`src/mont_pkg.sv`:
```
package mont_pkg;

    // operand width in bits
    // the datapath also works at 1024
    localparam int OP_WIDTH = 256;

    // room for acc + 3B + 3M before the shift, and the sign of acc - M
    localparam int ACC_WIDTH = OP_WIDTH + 3;

    // radix-4 loop takes two bits of A per iteration
    localparam int NUM_DIGITS = OP_WIDTH / 2;

    localparam int DIGIT_CNT_WIDTH = $clog2(NUM_DIGITS + 1);

    // loop phase codes
    localparam logic [2:0] PH_IDLE   = 3'd0;
    localparam logic [2:0] PH_PRE_B  = 3'd1;
    localparam logic [2:0] PH_PRE_M  = 3'd2;
    localparam logic [2:0] PH_ADD_B  = 3'd3;
    localparam logic [2:0] PH_ADD_M  = 3'd4;
    localparam logic [2:0] PH_REDUCE = 3'd5;
    localparam logic [2:0] PH_DONE   = 3'd6;

endpackage

```
`src/multiplier_shifter.sv`:
```
`timescale 1ns/1ps

module multiplier_shifter (
    input  logic                          clk,
    input  logic                          resetn,
    input  logic [2:0]                    phase,
    input  logic [mont_pkg::OP_WIDTH-1:0] a,
    output logic [1:0]                    digit
);
    import mont_pkg::*;

    logic [OP_WIDTH-1:0] a_shift;

    always_ff @(posedge clk) begin
        if (!resetn) begin
            a_shift <= '0;
        end else if (phase == PH_PRE_B) begin
            a_shift <= a;
        end else if (phase == PH_ADD_M) begin
            // next digit once the M add is done
            a_shift <= a_shift >> 2;
        end
    end

    assign digit = a_shift[1:0];

endmodule

```
`config.mk`:
```
export PLATFORM = sky130hd
export DESIGN_NAME = multiplier_shifter
export DESIGN_NICKNAME = d
export VERILOG_FILES = /design/src/mont_pkg.sv /design/src/multiplier_shifter.sv
export SDC_FILE = /design/constraint.sdc
export NUM_CORES = 1
export LEC_CHECK = 0
export BUFFER_PORTS_ARGS = -buffer_cell sky130_fd_sc_hd__buf_2
export CAP_MARGIN = 20
export CORE_MARGIN = 2
export CORE_UTILIZATION = 49
export CTS_CLUSTER_SIZE = 8
export DETAILED_ROUTE_END_ITERATION = 12
export PLACE_DENSITY = 0.78
export SLEW_MARGIN = 5
export SYNTH_ARGS = -nofsm -noshare
export SYNTH_HDL_FRONTEND = slang
export SYNTH_SLANG_ARGS = --single-unit
```
`constraint.sdc`:
```
create_clock -name clk -period 1.6 [get_ports clk]
set_clock_uncertainty 0.05 [all_clocks]
set_input_delay 0.32 -clock clk [delete_from_list [all_inputs] [get_ports clk]]
set_output_delay 0.32 -clock clk [all_outputs]
set_load 0.01 [all_outputs]
```
# Word-level counts from Yosys, hierarchy flattened

Index checks and enable logic that the tools add are counted.

Register bits: 256
Bits in latches: 0
RAM bits: 0
ROM bits: 0
Input bits: 261
Output and inout bits: 2
Word-level logic and storage cells: 6
Memories: 0

Add/subtract/negate cells: 0
$mul: 0
Divide/modulo/power cells: 0
Magnitude comparators: 0
Eq/ne operators: 2
Shifts and indexed selects: 0
Muxes and demuxes: 2
Bitwise gates (word level): 0
Reduce and logical (&&, ||, !) cells: 1

Operator list:

| operator             | count |
|---|---|
| $mux W256            | 2 |
| $eq A3 B1 Y1 const B | 1 |
| $eq A3 B3 Y1 const B | 1 |
| $reduce_bool A2 Y1   | 1 |

# Depth between registers and ports, before layout

Depth in word-level cells: 3
Gate-level depth with buffers: 7
Depth with buffers taken out: 3

# Worst setup path after synthesis

Ideal clock, no wire load.

Path kind: input to register
Start point: in phase[0]
End point: reg a_shift[60]
Library setup time: 125 ps
Data arrival time: 1352 ps
Data required time: 1425 ps
Path slack: 73 ps
Stages: 7
Path buffers: 4
Cells stage by stage: buf_6 -> or3b_1 -> buf_2 -> buf_6 -> buf_2 -> nand2_1 -> a31oi_1

Word-level cells in the longest chain between the ends: 2
Elaborated cells between the ends (all ways): 4
Those cells by class: eq/ne (2); mux (1); reduce/logical (1)

Ends and longest elaborated chain:

| what                                            | RTL line                                           | source |
|---|---|---|
| start: declaration                              | multiplier_shifter.sv:6                            | `input logic [2:0] phase,` |
| $eq A3 B1 Y1 or $eq A3 B3 Y1 (tied branches)    | multiplier_shifter.sv:17, multiplier_shifter.sv:19 |  |
| $mux W256 or $reduce_bool A2 Y1 (tied branches) | -                                                  |  |
| end signal: assignment                          | multiplier_shifter.sv:21                           | `a_shift <= a_shift >> 2;` |
| end: declaration                                | multiplier_shifter.sv:12                           | `logic [OP_WIDTH-1:0] a_shift;` |

Several ways; a longest one is shown, not always the timed one.
A chain may end at the register's enable or synchronous reset.

# Worst setup path after layout

Start point: reg a_shift[0]
End point: out digit[0]

RTL lines:

| what             | RTL line                | source |
|---|---|---|
| end: declaration | multiplier_shifter.sv:8 | `output logic [1:0] digit` |

No word-level cell between the ends.

==> results.sh <==
export IMPL_hold_violations=0
export IMPL_io_buffers=262
export IMPL_synth_top_area_cell="dfxtp_1"
export IMPL_ir_worst_vdd_mv=0.712
export IMPL_status="completed"
export IMPL_clock_sinks=256
export IMPL_path_class="register to output port"
export IMPL_finalCriticalPeriod_ns=1.41
export IMPL_wl_per_cell_um=14.3
export IMPL_synth_xor_area_frac=0
export IMPL_grt_ovfl_total=0
export IMPL_std_cell_rows=55
export IMPL_post_cts_setup_buffer_count=0
export IMPL_drive_gt1_frac=0.215
export IMPL_synth_top_family_by_area="compound AO/OA/AOI/OAI gates"
export IMPL_cts_repair_resized=0
export IMPL_fp_dieH_um=156
export IMPL_crit_required_ns=1.23
export IMPL_gr_usage_all_layers=0.220
export IMPL_setup_viol_count_final=0
export IMPL_holdPathStages=3
export IMPL_worstMarginPinSlew_ns=0.515
export IMPL_min_from="a[78]"
export IMPL_die_x_um=156
export IMPL_grt_start_max_net_pins=130
export IMPL_drc_errors=0
export IMPL_syn_inst=1427
export IMPL_h_tree_depth=2
export IMPL_drt_iter0_markers=861
export IMPL_dp_cells=1872
export IMPL_synth_top_area_share=0.455
export IMPL_fillers=2016
export IMPL_cellLeakagePower_nw=4.89
export IMPL_clkTransAtPathRegs_ns=0.05
export IMPL_cts_buffers=37
export IMPL_endpoint_kind="output port"
export IMPL_reg2reg_to="a_shift[0]$_SDFFE_PN0P_"
export IMPL_seq_area_frac_synth=0.455
export IMPL_cts_tree="done"
export IMPL_max_slew_margin=0.656
export IMPL_fin_nets=1887
export IMPL_synth_area_leaders="dfxtp_1, nand2_1, a31oi_1"
export IMPL_drt_total_wl_um=27400
export IMPL_synth_mux_area_frac=0
export IMPL_period_share=0.881
export IMPL_r2r_start="a_shift[0]$_SDFFE_PN0P_"
export IMPL_reg_largest_list="a_shift x256"
export IMPL_whs_endpoint="a_shift[78]$_SDFFE_PN0P_"
export IMPL_synth_distinct_cells=23
export IMPL_gp_congestion=0.776
export IMPL_yosysWarningCount=0
export IMPL_avgSynthCellArea_um2=7.89
export IMPL_synth_simple_area_share=0.174
export IMPL_rsz0062_at_grt="false"
export IMPL_fin_cells=1912
export IMPL_pin_count=263
export IMPL_synth_edf_count=0
export IMPL_synthTopCellsByCount="nand2_1, dfxtp_1, a31oi_1"
export IMPL_power_density_nw_per_um2=1160
export IMPL_synthAdderAreaFrac=0
export IMPL_antenna_found_initial=0
export IMPL_synthFlopType="dfxtp_1"
export IMPL_syn_area_um2=11300
export IMPL_ys_seq_elements=256
export IMPL_place_ws_ns=-0.147
export IMPL_clock_latency_ns=0.50
export IMPL_fmax_mhz=709
export IMPL_cap_violations=0
export IMPL_synth_compound_area_share=0.261
export IMPL_hpwl_um=17500
export IMPL_finalMaxSlewViolations=0
export IMPL_synth_async_reset_ratio=0
export IMPL_start_util=0.499
export IMPL_cp_num_buf_inv=1
export IMPL_cp_max_fo=3
export IMPL_setup_ws_ns=0.190
export IMPL_cp_start_kind="register"
export IMPL_drtPass1Iterations=5
export IMPL_cp_top_family="flip-flops"
export IMPL_worstRegToRegCells=2
export IMPL_cp_arrival_ns=1.04
export IMPL_max_stage_delay_ns=0.39
export IMPL_syn_nets=1688
export IMPL_num_antenna_cells=0
export IMPL_ctsHoldBuffers=0
export IMPL_syn2layout_area_growth_pct=17.3
export IMPL_hold_path_class="input port to register"
export IMPL_cp_slowest_cell="dfxtp_1"
export IMPL_routed_via_density=5.55
export IMPL_crit_chain="buf_2"
export IMPL_whs_ns=0.0614
export IMPL_clockBufferDepth=3
export IMPL_grt_pass1_vias=9588
export IMPL_grt_pass1_wl_um=44900
export IMPL_die_area_um2=24200
export IMPL_num_vias=10600
export IMPL_largest_reg_flops=256
export IMPL_root_buffer="clkbuf_16"
export IMPL_yosysMostFrequentCell="nand2_1"
export IMPL_postRouteAntennaNets=0
export IMPL_largest_register="a_shift"
export IMPL_r2r_slack_ns=0.84
export IMPL_core_um2=22600
-- cell families after synthesis --
logic type,Yosys count
AND/OR/NAND/NOR,509
flip-flops,256
AO/OA/AOI/OAI,518
buffers and inverters,144
-- through the flow --
step                      utilization  total power, mW  instance area [um^2]  TNS, ns
after CTS                       0.585             15.4                 13200        0
after floorplan                     -             8.01                 11300        0
after detailed placement        0.541             8.49                 12200   -19.27
final                           0.585             15.3                 13200        0
after global placement          0.541             8.46                 12200   -14.68
after global routing            0.585             15.9                 13200        0
-- worst reg2reg max path, cell delays in order (launching register included) --
cell and delay (ns):
dfxtp_1 0.39, o221ai_1 0.13, a21oi_1 0.13
-- area by class of cell --
type | instances | area (um^2) | area share
Sequential cell | 256 | 5120 | 0.388
Clock buffer | 39 | 976 | 0.0739
Clock inverter | 1 | 8.76 | 0.000663
Timing Repair Buffer | 303 | 1840 | 0.139
Inverter | 1 | 3.75 | 0.000284
Multi-Input combinational cell | 1027 | 4900 | 0.371
Tap cell | 285 | 357 | 0.0270
-- worst max-delay path by stage --
| stage | depth (start not counted) | startpoint | endpoint | slack [ns] |
|---|---|---|---|---|
| 2_1_floorplan | 7 | phase[0] | a_shift[60]$_SDFFE_PN0P_ | 0.07 |
| 3_3_place_gp | 5 | phase[0] | a_shift[23]$_SDFFE_PN0P_ | -0.09 |
| 3_5_place_dp | 5 | phase[0] | a_shift[173]$_SDFFE_PN0P_ | -0.15 |
| 4_1_cts | 1 | a_shift[0]$_SDFFE_PN0P_ | digit[0] | 0.17 |
| 5_1_grt | 1 | a_shift[0]$_SDFFE_PN0P_ | digit[0] | 0.16 |
| 6_report | 1 | a_shift[0]$_SDFFE_PN0P_ | digit[0] | 0.19 |
-- routing by layer --
metal	part of all wire	wire length (um)	vias up	track usage
li1	-	-	5369	-
met2	0.46	12500	355	0.349
met5	0	0	-	0
met4	0.032	877	0	0.0891
met1	0.45	12300	4822	0.296
met3	0.062	1700	65	0.0439
-- layout by cell type, fill, tap and decap left out --
master and count:
a21boi_0 2, a21o_1 1, a21oi_1 6, a31oi_1 250, and4bb_2 1, buf_12 17
buf_2 261, buf_4 24, buf_6 1, clkbuf_16 39, dfxtp_1 256, inv_1 1
inv_6 1, nand2_1 502, nor2_1 1, nor3b_4 1, nor4bb_1 1, o21ai_0 40
o21ai_1 210, o21ba_2 1, o221ai_1 4, o22ai_1 4, or2_2 1, or3b_4 2
-- power breakdown --
group          leakage (nW)  internal (mW)  total (mW)  switching (mW)
combinational          2.31          0.644        1.45           0.808
clock                 0.485           4.25        6.87            2.62
sequential             2.10           6.75        6.93           0.181
Power figures use the tool's default switching activity.
