--- src/mont_pkg.sv ---
package mont_pkg;

    // operand width in bits
    // the datapath also works at 1024
    localparam int OP_WIDTH = 256;

    // room for acc + 3B + 3M before the shift, and the sign of acc - M
    localparam int ACC_WIDTH = OP_WIDTH + 3;

    // radix-4 loop takes two bits of A per iteration
    localparam int NUM_DIGITS = OP_WIDTH / 2;

    localparam int DIGIT_CNT_WIDTH = $clog2(NUM_DIGITS + 1);

    // loop phase codes
    localparam logic [2:0] PH_IDLE   = 3'd0;
    localparam logic [2:0] PH_PRE_B  = 3'd1;
    localparam logic [2:0] PH_PRE_M  = 3'd2;
    localparam logic [2:0] PH_ADD_B  = 3'd3;
    localparam logic [2:0] PH_ADD_M  = 3'd4;
    localparam logic [2:0] PH_REDUCE = 3'd5;
    localparam logic [2:0] PH_DONE   = 3'd6;

endpackage

--- src/mont_ctrl.sv ---
`timescale 1ns/1ps

module mont_ctrl (
    input  logic       clk,
    input  logic       resetn,
    input  logic       start,
    input  logic [1:0] m_low,
    input  logic [1:0] digit,
    input  logic [1:0] acc_low,
    output logic [2:0] phase,
    output logic [1:0] q_digit,
    output logic       busy,
    output logic       done
);
    import mont_pkg::*;

    logic [2:0]                 phase_next;
    logic [DIGIT_CNT_WIDTH-1:0] digit_cnt;
    logic                       last_digit;
    logic [3:0]                 qm_product;
    logic [1:0]                 quotient;

    // m is odd so m_low is its own inverse mod 4
    // q = -(acc * m) mod 4 clears the two low bits of acc + q*M
    assign qm_product = acc_low * m_low;
    assign quotient   = 2'd0 - qm_product[1:0];

    // multiple select seen by the accumulator
    // A digit while adding B, quotient while adding M
    always_comb begin
        case (phase)
            PH_ADD_B: q_digit = digit;
            PH_ADD_M: q_digit = quotient;
            default:  q_digit = 2'd0;
        endcase
    end

    assign last_digit = (digit_cnt == DIGIT_CNT_WIDTH'(NUM_DIGITS - 1));

    // phase sequencing with fixed latency
    always_comb begin
        phase_next = phase;
        case (phase)
            PH_IDLE: begin
                if (start) begin
                    phase_next = PH_PRE_B;
                end
            end
            PH_PRE_B: begin
                phase_next = PH_PRE_M;
            end
            PH_PRE_M: begin
                phase_next = PH_ADD_B;
            end
            PH_ADD_B: begin
                phase_next = PH_ADD_M;
            end
            PH_ADD_M: begin
                if (last_digit) begin
                    phase_next = PH_REDUCE;
                end else begin
                    phase_next = PH_ADD_B;
                end
            end
            PH_REDUCE: begin
                phase_next = PH_DONE;
            end
            PH_DONE: begin
                phase_next = PH_IDLE;
            end
            default: begin
                phase_next = PH_IDLE;
            end
        endcase
    end

    always_ff @(posedge clk) begin
        if (!resetn) begin
            phase     <= PH_IDLE;
            busy      <= 1'b0;
            done      <= 1'b0;
            digit_cnt <= '0;
        end else begin
            phase <= phase_next;
            // busy drops on the same edge as done
            busy  <= (phase_next != PH_IDLE);
            done  <= (phase_next == PH_DONE);

            if (phase == PH_PRE_M) begin
                digit_cnt <= '0;
            end else if (phase == PH_ADD_M) begin
                digit_cnt <= digit_cnt + 1'b1;
            end
        end
    end

endmodule

--- config.mk ---
export PLATFORM = sky130hd
export DESIGN_NAME = mont_ctrl
export DESIGN_NICKNAME = d
export VERILOG_FILES = /design/src/mont_pkg.sv /design/src/mont_ctrl.sv
export SDC_FILE = /design/constraint.sdc
export NUM_CORES = 1
export LEC_CHECK = 0
export BUFFER_PORTS_ARGS = -buffer_cell sky130_fd_sc_hd__buf_2
export CAP_MARGIN = 20
export CELL_PAD_IN_SITES_DETAIL_PLACEMENT = 1
export CELL_PAD_IN_SITES_GLOBAL_PLACEMENT = 1
export CORE_ASPECT_RATIO = 0.9
export CORE_MARGIN = 5
export CORE_UTILIZATION = 33
export DETAILED_ROUTE_END_ITERATION = 10
export HOLD_SLACK_MARGIN = 0.1
export PLACE_DENSITY_LB_ADDON = 0.1
export SETUP_SLACK_MARGIN = 0.1
export SLEW_MARGIN = 40
export SYNTH_ARGS = -nofsm -noshare
export SYNTH_HDL_FRONTEND = slang
export SYNTH_SLANG_ARGS = --single-unit
--- constraint.sdc ---
create_clock -name clk -period 1.45 [get_ports clk]
set_input_delay 0.145 -clock clk [delete_from_list [all_inputs] [get_ports clk]]
set_output_delay 0.145 -clock clk [all_outputs]
set_load 0.02 [all_outputs]
After elaboration in Yosys (flattened, before gate mapping):

Cells that the tools add are included.

* bitwise operators: 1
* multiply operators: 1
* multiplexer cells: 4
* reductions and logical operators: 3
* add/subtract/negate cells: 2
* eq/ne operators: 7

Operator list (number)
* case mux 3 bit (6 select lines): 1
* equality test 3 bit (second input constant): 3
* adder 8 x 1 -> 8 bit (second input constant): 1
* equality test 8 x 7 -> 1 bit (second input constant): 1
* equality test 3 x 2 -> 1 bit (second input constant): 2
* 2-to-1 mux 3 bit: 2
* case mux 2 bit (2 select lines): 1
* equality test 3 x 1 -> 1 bit (second input constant): 1
* zero test 3 bit: 1
* nonzero test 3 bit: 1
* multiplier 2 x 2 -> 2 bit: 1
* OR reduction 2 bit: 1
* subtractor 1 x 2 -> 2 bit (first input constant): 1
* NOT 1 bit: 1

* output and inout port bits: 7
* bits in registers: 13
* word-level logic and storage cells: 22
* input port bits: 9

Logic depth before layout (Yosys ltp):

* depth after elaboration: 4
* gate-level depth with buffers: 5
* gate-level depth less buffers: 4

Least setup slack after synthesis:

No wires, ideal clock.

* path kind: register to output
* start point: reg phase[2]
* end point: out q_digit[1]
* data required time: 1.305 ns
* stages on the path, launching flop included: 5
* path buffers: 1
* arrival: 1.657 ns
* slack: -0.352 ns
* cell sequence: dfxtp_1 > buf_2 > nor3b_1 > nand2_1 > o21ai_0

* cells in the longest elaborated chain, start to end: 2
* elaborated cells between the ends (all ways): 3
* classes of those cells: eq/ne: 2; mux: 1

Ends and longest elaborated chain
* from (decl): line mont_ctrl.sv:10 `output logic [2:0] phase,`
* from (signal assigned): line mont_ctrl.sv:84 `phase <= phase_next;`
* equality test 3 bit / equality test 3 x 2 -> 1 bit (equally long branches): line mont_ctrl.sv:31 `case (phase)`
* case mux 2 bit (2 select lines) (*): line mont_ctrl.sv:31
* to (decl): line mont_ctrl.sv:11 `output logic [1:0] q_digit,`

Every way passes the cells marked *; elsewhere a longest branch is shown, timed or not.

Worst setup path after layout:

* start point: reg phase[0]
* end point: out q_digit[1]

Same word-level chain as after synthesis.

==> qor.csv <==
metric,value,unit
commonest cells in the netlist,"13 x dfxtp_1, 9 x nand2_1, 7 x a21oi_1",
Clock Skew,0.007323,ns
sequential element share of the synthesized area,40.08,%
period utilization,102.5,%
vias in the first global route,651,
CTS root buffer,clkbuf_4,
total power,0.7197,mW
crit end category,primary output,
cell taking the most area after synthesis,dfxtp_1,
hold-fix buffer count after cts,0,
Layout Nets,115,
met3 usage,5.211,%
Final WS setup,-0.03629,ns
Num CTS Buffers,3,
first-pass GRT wire length,2.994,mm
synth top area cells,"dfxtp_1 40%, a21oi_1 5.4%, nand2_1 5.2%, o21ai_0 3.9%, buf_6 3.5%",
Die X,56.76,um
antenna cells,0,
Mapped Nets,86,
Top-Level Pins,16,
met2 Usage GRT,23.08,%
ys async rst share,0,%
area of the multi-input gates,429.2,sq um
CP required,1.31,ns
TritonRoute pass-1 iters,2,
slew margin rel.,79.19,%
number of port buffers,15,
DRT iter0 DRCs,7,
DRT Wirelength,1.873,mm
crit path kind,flip-flop to primary output,
Post-Syn Instances,76,
share of cells above drive strength 1,55.77,%
Most used DFF post-synth,dfxtp_1,
Initial Util,34.26,%
die area,2956,sq um
worst-path cell chain,buf_6 > and3b_2 > a22oi_2 > o21ai_1 > buf_4,
Max stage delay on crit path,0.34,ns
yosys warns,0,
Post-DP HPWL,1.175,mm
H-tree depth,1,
die height,52.09,um
crit path DAT,1.34,ns
Post-Syn Area,649.4,sq um
endpoints failing hold,0,
Hold Crit Class,primary input to flip-flop,
Final Wtd Congestion,0.7322,
grt total ovfl,0,
crit path launch type,flip-flop,
violated checks,negative setup slack,
Final ANT Viol Nets,0,
pwr dens,744.1,nW/um^2
routed len/inst,14.52,um
dpl ws,-0.002446,ns
initial antenna violation count,0,
Avg Inst Size Synth,8.544,sq um
RSZ-0062 raised after global routing,yes,
Slew Limit Fails,0,
global-route met1 utilization,15.43,%
Static Leak,0.3616,nW
maximum VDD drop,0.5801,mV
"Clk pin slew, worst setup/hold paths",0.07,ns
CTS tree,built,
P&R area growth vs syn,48.94,%
routed vias/inst,5.248,
Core ar.,1896,sq um
worst skew pair latency,0.27,ns
Finish-stage setup viols,3,
grt peak-use layer,met2,
Residual DRC,0,
Fmax,672.8,MHz
# fillers,227,
Yosys cell types,29,
Total Routing Usage GR,13.44,%
most frequent cell after synthesis,dfxtp_1,
Core Rows,15,
Max Cap Viol,0,
crit path time final,1.486,ns
Seq cells post-synth,13,
Vias,677,
critical path's slowest cell,dfxtp_4,
Post-synth EDFFs,0,
crit-path max FO,3,
Reg area,276.5,sq um
Sink Count,13,
status,"finished, violations left",
Clock Tree Buf Depth,2,
worst slew pin tran,0.3096,ns
post-synth top area share,40.08,%
largest net degree at the start of global routing,12,
==> worst paths after layout <==
check	cells past startpoint	end	slack, ns	from
worst min-delay path	3	busy	0.10	start
worst max-delay path	5	q_digit[1]	-0.04	phase[0]
worst min register to register	2	digit_cnt[6]	0.49	digit_cnt[6]
worst max register to register	3	digit_cnt[5]	-0.03	phase[1]
==> layer usage <==
layer | up-vias | share of wire (%)
li1 | 337 | -
met1 | 328 | 47
met3 | 0 | 4.4
met5 | - | 0
met4 | 0 | 0
met2 | 12 | 49
==> layout make-up <==
| cell class | count | area share, % |
|---|---|---|
| Sequential cell | 13 | 28.59 |
| Inverter | 2 | 0.7762 |
| Clock buffer | 4 | 2.717 |
| Timing Repair Buffer | 28 | 20.31 |
| Multi-Input combinational cell | 57 | 44.37 |
| Tap cell | 25 | 3.234 |
==> critical path: cells and delay by family, from the launching register on <==
family	cells	cell delay (ns)
buffers and inverters	2	0.28
AOI/OAI and AO/OA	2	0.22
and+or+nand+nor	1	0.23
DFF	1	0.34
==> metrics by stage <==
step | cells | TNS (ns) | util (%) | hold slack (ns) | instance area (sq um)
6_report | 129 | -0.07130 | 51.02 | 0.1036 | 967.2
4_1_cts | 128 | -0.09495 | 48.05 | 0.1026 | 910.9
2_1_floorplan | 76 | -0.3995 | - | 0.2650 | 659.4
5_1_grt | 129 | -0.2676 | 51.02 | 0.1484 | 967.2
3_3_place_gp | 120 | 0 | 41.91 | 0.3782 | 794.5
3_5_place_dp | 120 | -0.002446 | 41.91 | 0.3762 | 794.5
==> kinds of logic after synthesis <==
kind of cell / synth area share [%]
fa+ha+maj: 1.926
flops: 40.08
xor+xnor: 2.698
compound gates: 20.62
buf+inv: 5.972
simple gates: 28.71
==> flip-flops by register name, summed over array words and instances, names as in the netlist <==
name       count
digit_cnt      8
phase          3
done           1
busy           1
==> power by group <==
part	switching, mW	internal [mW]	leakage (nW)
sequential	0.00552	0.366	0.110
clock	0.110	0.106	0.0150
combinational	0.0721	0.0597	0.236
==> timing repair <==
action / CTS / global route
resized for setup: 18 / 14
endpoints found under the setup margin: 8 / 10
pin swaps: 7 / 6
setup buffers: 4 / 1
==> layout by cell type, fill, tap and decap left out, types with 2 or more instances in the layout <==
master	Yosys	routed
buf_2	1	13
buf_4	0	10
nand2_1	9	9
dfxtp_2	0	7
buf_6	2	5
a21oi_2	0	4
dfxtp_1	13	4
o21ai_1	1	3
a21oi_1	7	3
nor2_1	3	3
o21ai_0	5	3
nor3_1	3	3
clkbuf_4	0	3
xnor2_1	2	2
nand3_2	0	2
or4_4	0	2
nand2b_1	2	2
o31a_1	2	2
o31ai_1	3	2
or3_1	3	2
inv_1	2	2
dfxtp_4	0	2
Note: power is estimated with default switching activity, not from simulation.
