### src/mont_pkg.sv
package mont_pkg;

    // operand width in bits
    // the datapath also works at 1024
    localparam int OP_WIDTH = 256;

    // room for acc + 3B + 3M before the shift, and the sign of acc - M
    localparam int ACC_WIDTH = OP_WIDTH + 3;

    // radix-4 loop takes two bits of A per iteration
    localparam int NUM_DIGITS = OP_WIDTH / 2;

    localparam int DIGIT_CNT_WIDTH = $clog2(NUM_DIGITS + 1);

    // loop phase codes
    localparam logic [2:0] PH_IDLE   = 3'd0;
    localparam logic [2:0] PH_PRE_B  = 3'd1;
    localparam logic [2:0] PH_PRE_M  = 3'd2;
    localparam logic [2:0] PH_ADD_B  = 3'd3;
    localparam logic [2:0] PH_ADD_M  = 3'd4;
    localparam logic [2:0] PH_REDUCE = 3'd5;
    localparam logic [2:0] PH_DONE   = 3'd6;

endpackage

### src/multiple_precompute.sv
`timescale 1ns/1ps

module multiple_precompute (
    input  logic                           clk,
    input  logic                           resetn,
    input  logic [2:0]                     phase,
    input  logic [mont_pkg::OP_WIDTH-1:0]  b,
    input  logic [mont_pkg::OP_WIDTH-1:0]  m,
    output logic [mont_pkg::ACC_WIDTH-2:0] b3,
    output logic [mont_pkg::ACC_WIDTH-2:0] m3
);
    import mont_pkg::*;

    logic [OP_WIDTH-1:0]  src;
    logic [ACC_WIDTH-2:0] triple;

    // one adder shared by both precompute cycles
    assign src = (phase == PH_PRE_M) ? m : b;

    // 2x + x
    assign triple = {1'b0, src, 1'b0} + {2'b00, src};

    always_ff @(posedge clk) begin
        if (!resetn) begin
            b3 <= '0;
            m3 <= '0;
        end else begin
            if (phase == PH_PRE_B) begin
                b3 <= triple;
            end
            if (phase == PH_PRE_M) begin
                m3 <= triple;
            end
        end
    end

endmodule

### config.mk
export PLATFORM = sky130hd
export DESIGN_NAME = multiple_precompute
export DESIGN_NICKNAME = d
export VERILOG_FILES = /design/src/mont_pkg.sv /design/src/multiple_precompute.sv
export SDC_FILE = /design/constraint.sdc
export NUM_CORES = 2
export LEC_CHECK = 0
export BUFFER_PORTS_ARGS = -buffer_cell sky130_fd_sc_hd__buf_2
export CAP_MARGIN = 40
export CORE_AREA = 2 2 405 407
export DETAILED_ROUTE_END_ITERATION = 6
export DIE_AREA = 0 0 407 409
export SYNTH_ARGS = -nofsm -noshare
export SYNTH_HDL_FRONTEND = slang
export SYNTH_SLANG_ARGS = --single-unit
export TNS_END_PERCENT = 1
### constraint.sdc
create_clock -name clk -period 10.9 [get_ports clk]
set_input_delay 2.18 -clock clk [delete_from_list [all_inputs] [get_ports clk]]
set_output_delay 2.18 -clock clk [all_outputs]
set_load 0.03 [all_outputs]
# After elaboration in Yosys (flattened, before gate mapping)
# Index checks and enable logic that the tools add are counted.
word_totals:
  regBits: 516
  latch_bits: 0
  ram_bits: 0
  romBits: 0
  inputBits: 517
  out_inout_bits: 516
  memories: 0
classes:
  add_sub_neg: 1
  multipliers: 0
  div_mod_pow: 0
  n_lt_le_gt_ge: 0
  eq_ne: 2
  shifts: 0
  muxes: 1
  bitwise_logic: 0
  n_reduce_logical: 0
ops:
  columns: ["operator", "count"]
  rows:
  - ["adder 257 x 256 -> 258 bit", 1]
  - ["2-to-1 mux 256 bit", 1]
  - ["equality test 3 x 1 -> 1 bit, second input constant", 1]
  - ["equality test 3 x 2 -> 1 bit, second input constant", 1]

# Logic depth before layout (Yosys ltp)
logic_depth:
  word_depth: 3
  ltp_mapped: 33
  ltp_nobuf: 21

# Worst setup path after synthesis
# OpenSTA, ideal clock, no wires.
synth_path:
  path_type: "input port to flip-flop"
  from: "input port phase[2]"
  to: "register b3[249] (netlist name)"
  setup_ps: 79
  arrival_time_ps: 8740
  path_slack_ps: 2081
  path_stages: 32
  n_path_buf: 11
  cell_sequence: "nor3b_1 buf_2 buf_2 buf_2 buf_2 buf_2 buf_2 clkbuf_1 clkbuf_1 clkbuf_1 clkbuf_1 nand2_1 nand2_1 ha_1 fa_1 nand3_1 and2_1 buf_1 a211o_1 a31oi_1 a22oi_1 o211a_1 or3_1 a2111oi_1 o21ai_1 a2111oi_1 o21ai_1 a21oi_1 nor3_1 o21ai_1 nand4b_1 o211ai_1"
synth_via:
  elab_chain_len: 3
  elab_cells_between_ends: 4
synth_lines:
  columns: ["item", "line", "source"]
  rows:
  - ["from (decl)", "multiple_precompute.sv:6", "input logic [2:0] phase,"]
  - ["equality test 3 x 2 -> 1 bit", "multiple_precompute.sv:18", "assign src = (phase == PH_PRE_M) ? m : b;"]
  - ["2-to-1 mux 256 bit", "multiple_precompute.sv:18", null]
  - ["adder 257 x 256 -> 258 bit", "multiple_precompute.sv:21", "assign triple = {1'b0, src, 1'b0} + {2'b00, src};"]
  - ["to (signal assigned)", "multiple_precompute.sv:29", "b3 <= triple;"]
  - ["to (decl)", "multiple_precompute.sv:9", "output logic [mont_pkg::ACC_WIDTH-2:0] b3,"]
# Parallel ways exist; a longest one is shown, timed or not.
# A chain may end at the register's enable or synchronous reset.

# Final worst setup path
layout_path:
  from: "input port phase[1]"
  to: "register m3[189] (netlist name)"
layout_via:
  elab_chain_len: 3
layout_lines:
  columns: ["item", "line", "source"]
  rows:
  - ["equality test 3 x 2 -> 1 bit (*)", "multiple_precompute.sv:18, multiple_precompute.sv:31", null]
  - ["2-to-1 mux 256 bit", "multiple_precompute.sv:18", null]
  - ["adder 257 x 256 -> 258 bit", "multiple_precompute.sv:21", null]
  - ["to (signal assigned)", "multiple_precompute.sv:32", "m3 <= triple;"]
  - ["to (decl)", "multiple_precompute.sv:10", "output logic [mont_pkg::ACC_WIDTH-2:0] m3"]
# Every way passes the cells marked *; elsewhere a longest branch is shown, timed or not.

==> results.md <==
- Status: finished clean
- Post-DP HPWL: 207000 um
- Crit Path Category: input pin to flop
- Critical-path top delay cell: o41ai_4
- Leak: 24.2 nW
- Clock latency at the later pin of the worst-skew pair: 0.69 ns
- Maxcap violations: 0
- DR WL met2: 115000 um
- Final setup vio count: 0
- Crit path launch type: input pin
- Fmax: 112 MHz
- Final Max Slew Viols: 0
- Dpl cells: 9694
- Combinational power share: 41.9%
- Cts bufs inserted: 68
- Crit path DAT: 9.54 ns
- Die Wd: 407 um
- Depth of the CTS H-tree: 3
- Net Sw Frac: 43.0%
- CTS clk-pin slew, worst paths: 0.06 ns
- WL/cell: 25.7 um
- Most area-consuming cells after synthesis: dfxtp_1 22%, nand2_1 13%, a21oi_1 9.0%
- P per Cell Area: 138 nW/um2
- Post-route clock period utilization: 81.7%
- DR WL met3: 22300 um
- Vias per inst: 5.64
- Post-CTS Setup Bufs: 0
- #FFs+latches synth: 516
- Routed WL: 254000 um
- Finished Layout Cells: 9873
- Min Tclk post-route: 8.90 ns
- Sequential power share: 26.6%
- Mapped cell area: 47100 um2
- Num ports: 1033
- Overall via count from detail_route: 55700
- Clock skew: 0 ns
- Worst EP required: 11.54 ns
- Peak supply drop: 0.142 mV
- Worst Hold Class: flop to flop
- CP cell instances: buf_2 > or3b_4 > buf_12 > buf_12 > nand2_1 > nand2_1 > ha_1 > nand4_1 > nor4_2 > nand4_1 > or4_4 > o41ai_4 > nand2b_1 > a31oi_1 > o21ai_1 > a21oi_1 > xnor2_1 > a22o_1
- Initial antenna violation count: 97
- Ys flop type: dfxtp_1
- Unrepaired setup endpoints after global routing: no
- Rel. slew slack: 27.3%
- Post-CTS Resized: 0
- Commonest cells post-synth: 1650 x nand2_1, 848 x a21oi_1, 516 x dfxtp_1
- Post-synthesis cell type count: 113
- Clock network power share: 31.5%
- First-pass GRT wire length: 359000 um
- CTS tree: built
- Sequential share of the synthesized area: 21.9%
- Most frequent cell after synthesis: nand2_1
- TritonRoute pass-1 iters: 6
- Layout cells sized above 1: 17.8%
- Top layer in use: met5
- EDFF count, synth: 0
- Chip Height: 409 um
- Mean Syn Cell Area: 6.83 um2
- Yosys top cell area share: 21.9%
- Die ar.: 166000 um2
- Port Buffers: 1032
- CTS Sinks: 516
- Post-Syn Nets: 7607
- Hold buffers post-CTS: 0
- Switching pwr: 3.34 mW
- Worst path max stage delay: 0.74 ns
- DR iter-0 viols: 5609
- Setup_tns: 0 ns
- DRC Markers: 0
- Initial core utilization: 29.1%
- Largest net degree at the start of global routing: 155
- Async S/R FF share, synth: 0%
- Core outline area: 162000 um2
- # nets final: 8298
- Int Power: 4.42 mW
- Clock Tree Root: clkbuf_16
- GP Congestion: 1.02
- Met1 wire length: 104000 um
- Ys Warns: 0
- Total gr overflow: 0
- DRT antenna net count: 0
- Total GRT Usage: 28.9%
- Worst Path Max Fanout: 109
- Vias in the first global route: 51800
- Clock tree buffer depth: 3
- Worst Max-Slew Pin Slew: 1.09 ns
- Final Hold Viols: 0
- Setup crit end kind: flop
- Synth Instances: 6898
- Layout area overhead: 19.5%
- # rows: 148
- Synth area leader: dfxtp_1
-- power groups by stage --
| stage | Sequential (mW) | Clock (mW) | Combinational [mW] |
|---|---|---|---|
| 2_1_floorplan | 2.31 | 0 | 1.76 |
| 3_3_place_gp | 2.10 | 0 | 3.16 |
| 3_5_place_dp | 2.10 | 0 | 3.17 |
| 4_1_cts | 2.06 | 2.49 | 3.19 |
| 5_1_grt | 2.07 | 2.56 | 3.45 |
| 6_report | 2.06 | 2.45 | 3.25 |
-- sequential cells by signal, summed over array words and instances (netlist names) --
register	cells
m3	258
b3	258
-- worst paths after layout --
kind / depth (start not counted) / from / end / slack [ns]
max: 18 / phase[1] / m3[189] / 2.00
min: 2 / b3[44] / b3[44] / 0.45
max reg2reg: 2 / m3[239] / m3[239] / 9.94
min reg2reg: 2 / b3[44] / b3[44] / 0.45
-- metal layers --
| layer | GRT usage (%) | vias up |
|---|---|---|
| met1 | 36.8 | 26800 |
| met3 | 6.93 | 503 |
| met2 | 45.9 | 2486 |
| met5 | 0 | - |
| li1 | - | 25900 |
| met4 | 13.4 | 54 |
-- worst max-delay path, delay by kind of cell --
family	cells	cell delay (ns)
XOR/XNOR	1	0.54
adder cells (fa/ha/maj)	1	0.43
AND/OR/NAND/NOR	8	3.20
AO/OA/AOI/OAI	5	1.87
buffers and inverters	3	0.94
-- cells by family (layout without fill, tap and decap cells) --
group	after synthesis	after routing	share of synthesized area, %
and+or+nand+nor	2870	2870	27.5
AOI/OAI and AO/OA	2064	2064	27.3
buffers and inverters	601	1344	5.14
DFF	516	516	21.9
xor gates and xnor gates	451	451	8.38
muxes	204	204	4.63
adders and majority gates	192	192	5.11
other	0	57	0
-- final cells by class --
cell class | count | area (um2)
Antenna cell | 57 | 143
Clock buffer | 89 | 1920
Clock inverter | 33 | 442
Fill cell | 17700 | 106000
Inverter | 119 | 454
Multi-Input combinational cell | 5781 | 34400
Sequential cell | 516 | 10300
Tap cell | 2175 | 2720
Timing Repair Buffer | 1103 | 5900
-- through the flow --
step	util (%)	hold WS (ns)	power [mW]	cell area (um2)	setup slack, ns
5_1_grt	34.7	0.461	8.09	56300	1.97
2_1_floorplan	-	0.574	4.07	47100	2.08
4_1_cts	34.7	0.450	7.75	56200	2.25
3_3_place_gp	33.1	0.437	5.26	53700	1.44
3_5_place_dp	33.2	0.442	5.28	53800	1.51
6_report	34.8	0.449	7.76	56300	2.00
-- placed cells by master (no fill, tap or decap), types with 29 or more instances in the layout --
cell type,count
a21oi_1,848
nand3_1,97
buf_2,1035
inv_1,118
or3_1,32
a31oi_1,101
xor2_1,115
o21ai_0,304
nand2b_1,64
and2_1,36
nand4_1,126
nor3_1,97
nor2b_1,49
ha_1,191
nor4_1,29
a211oi_1,110
nor2_1,450
o31ai_1,32
a22o_1,35
dfxtp_1,516
o21a_1,59
diode_2,57
mux2i_1,157
nor4bb_1,53
clkbuf_16,69
nand2_1,1650
a21o_1,169
xnor2_1,335
o21bai_1,68
mux2_2,30
o21ai_1,34
buf_4,51
o211ai_1,36
Power figures use the tool's default switching activity.
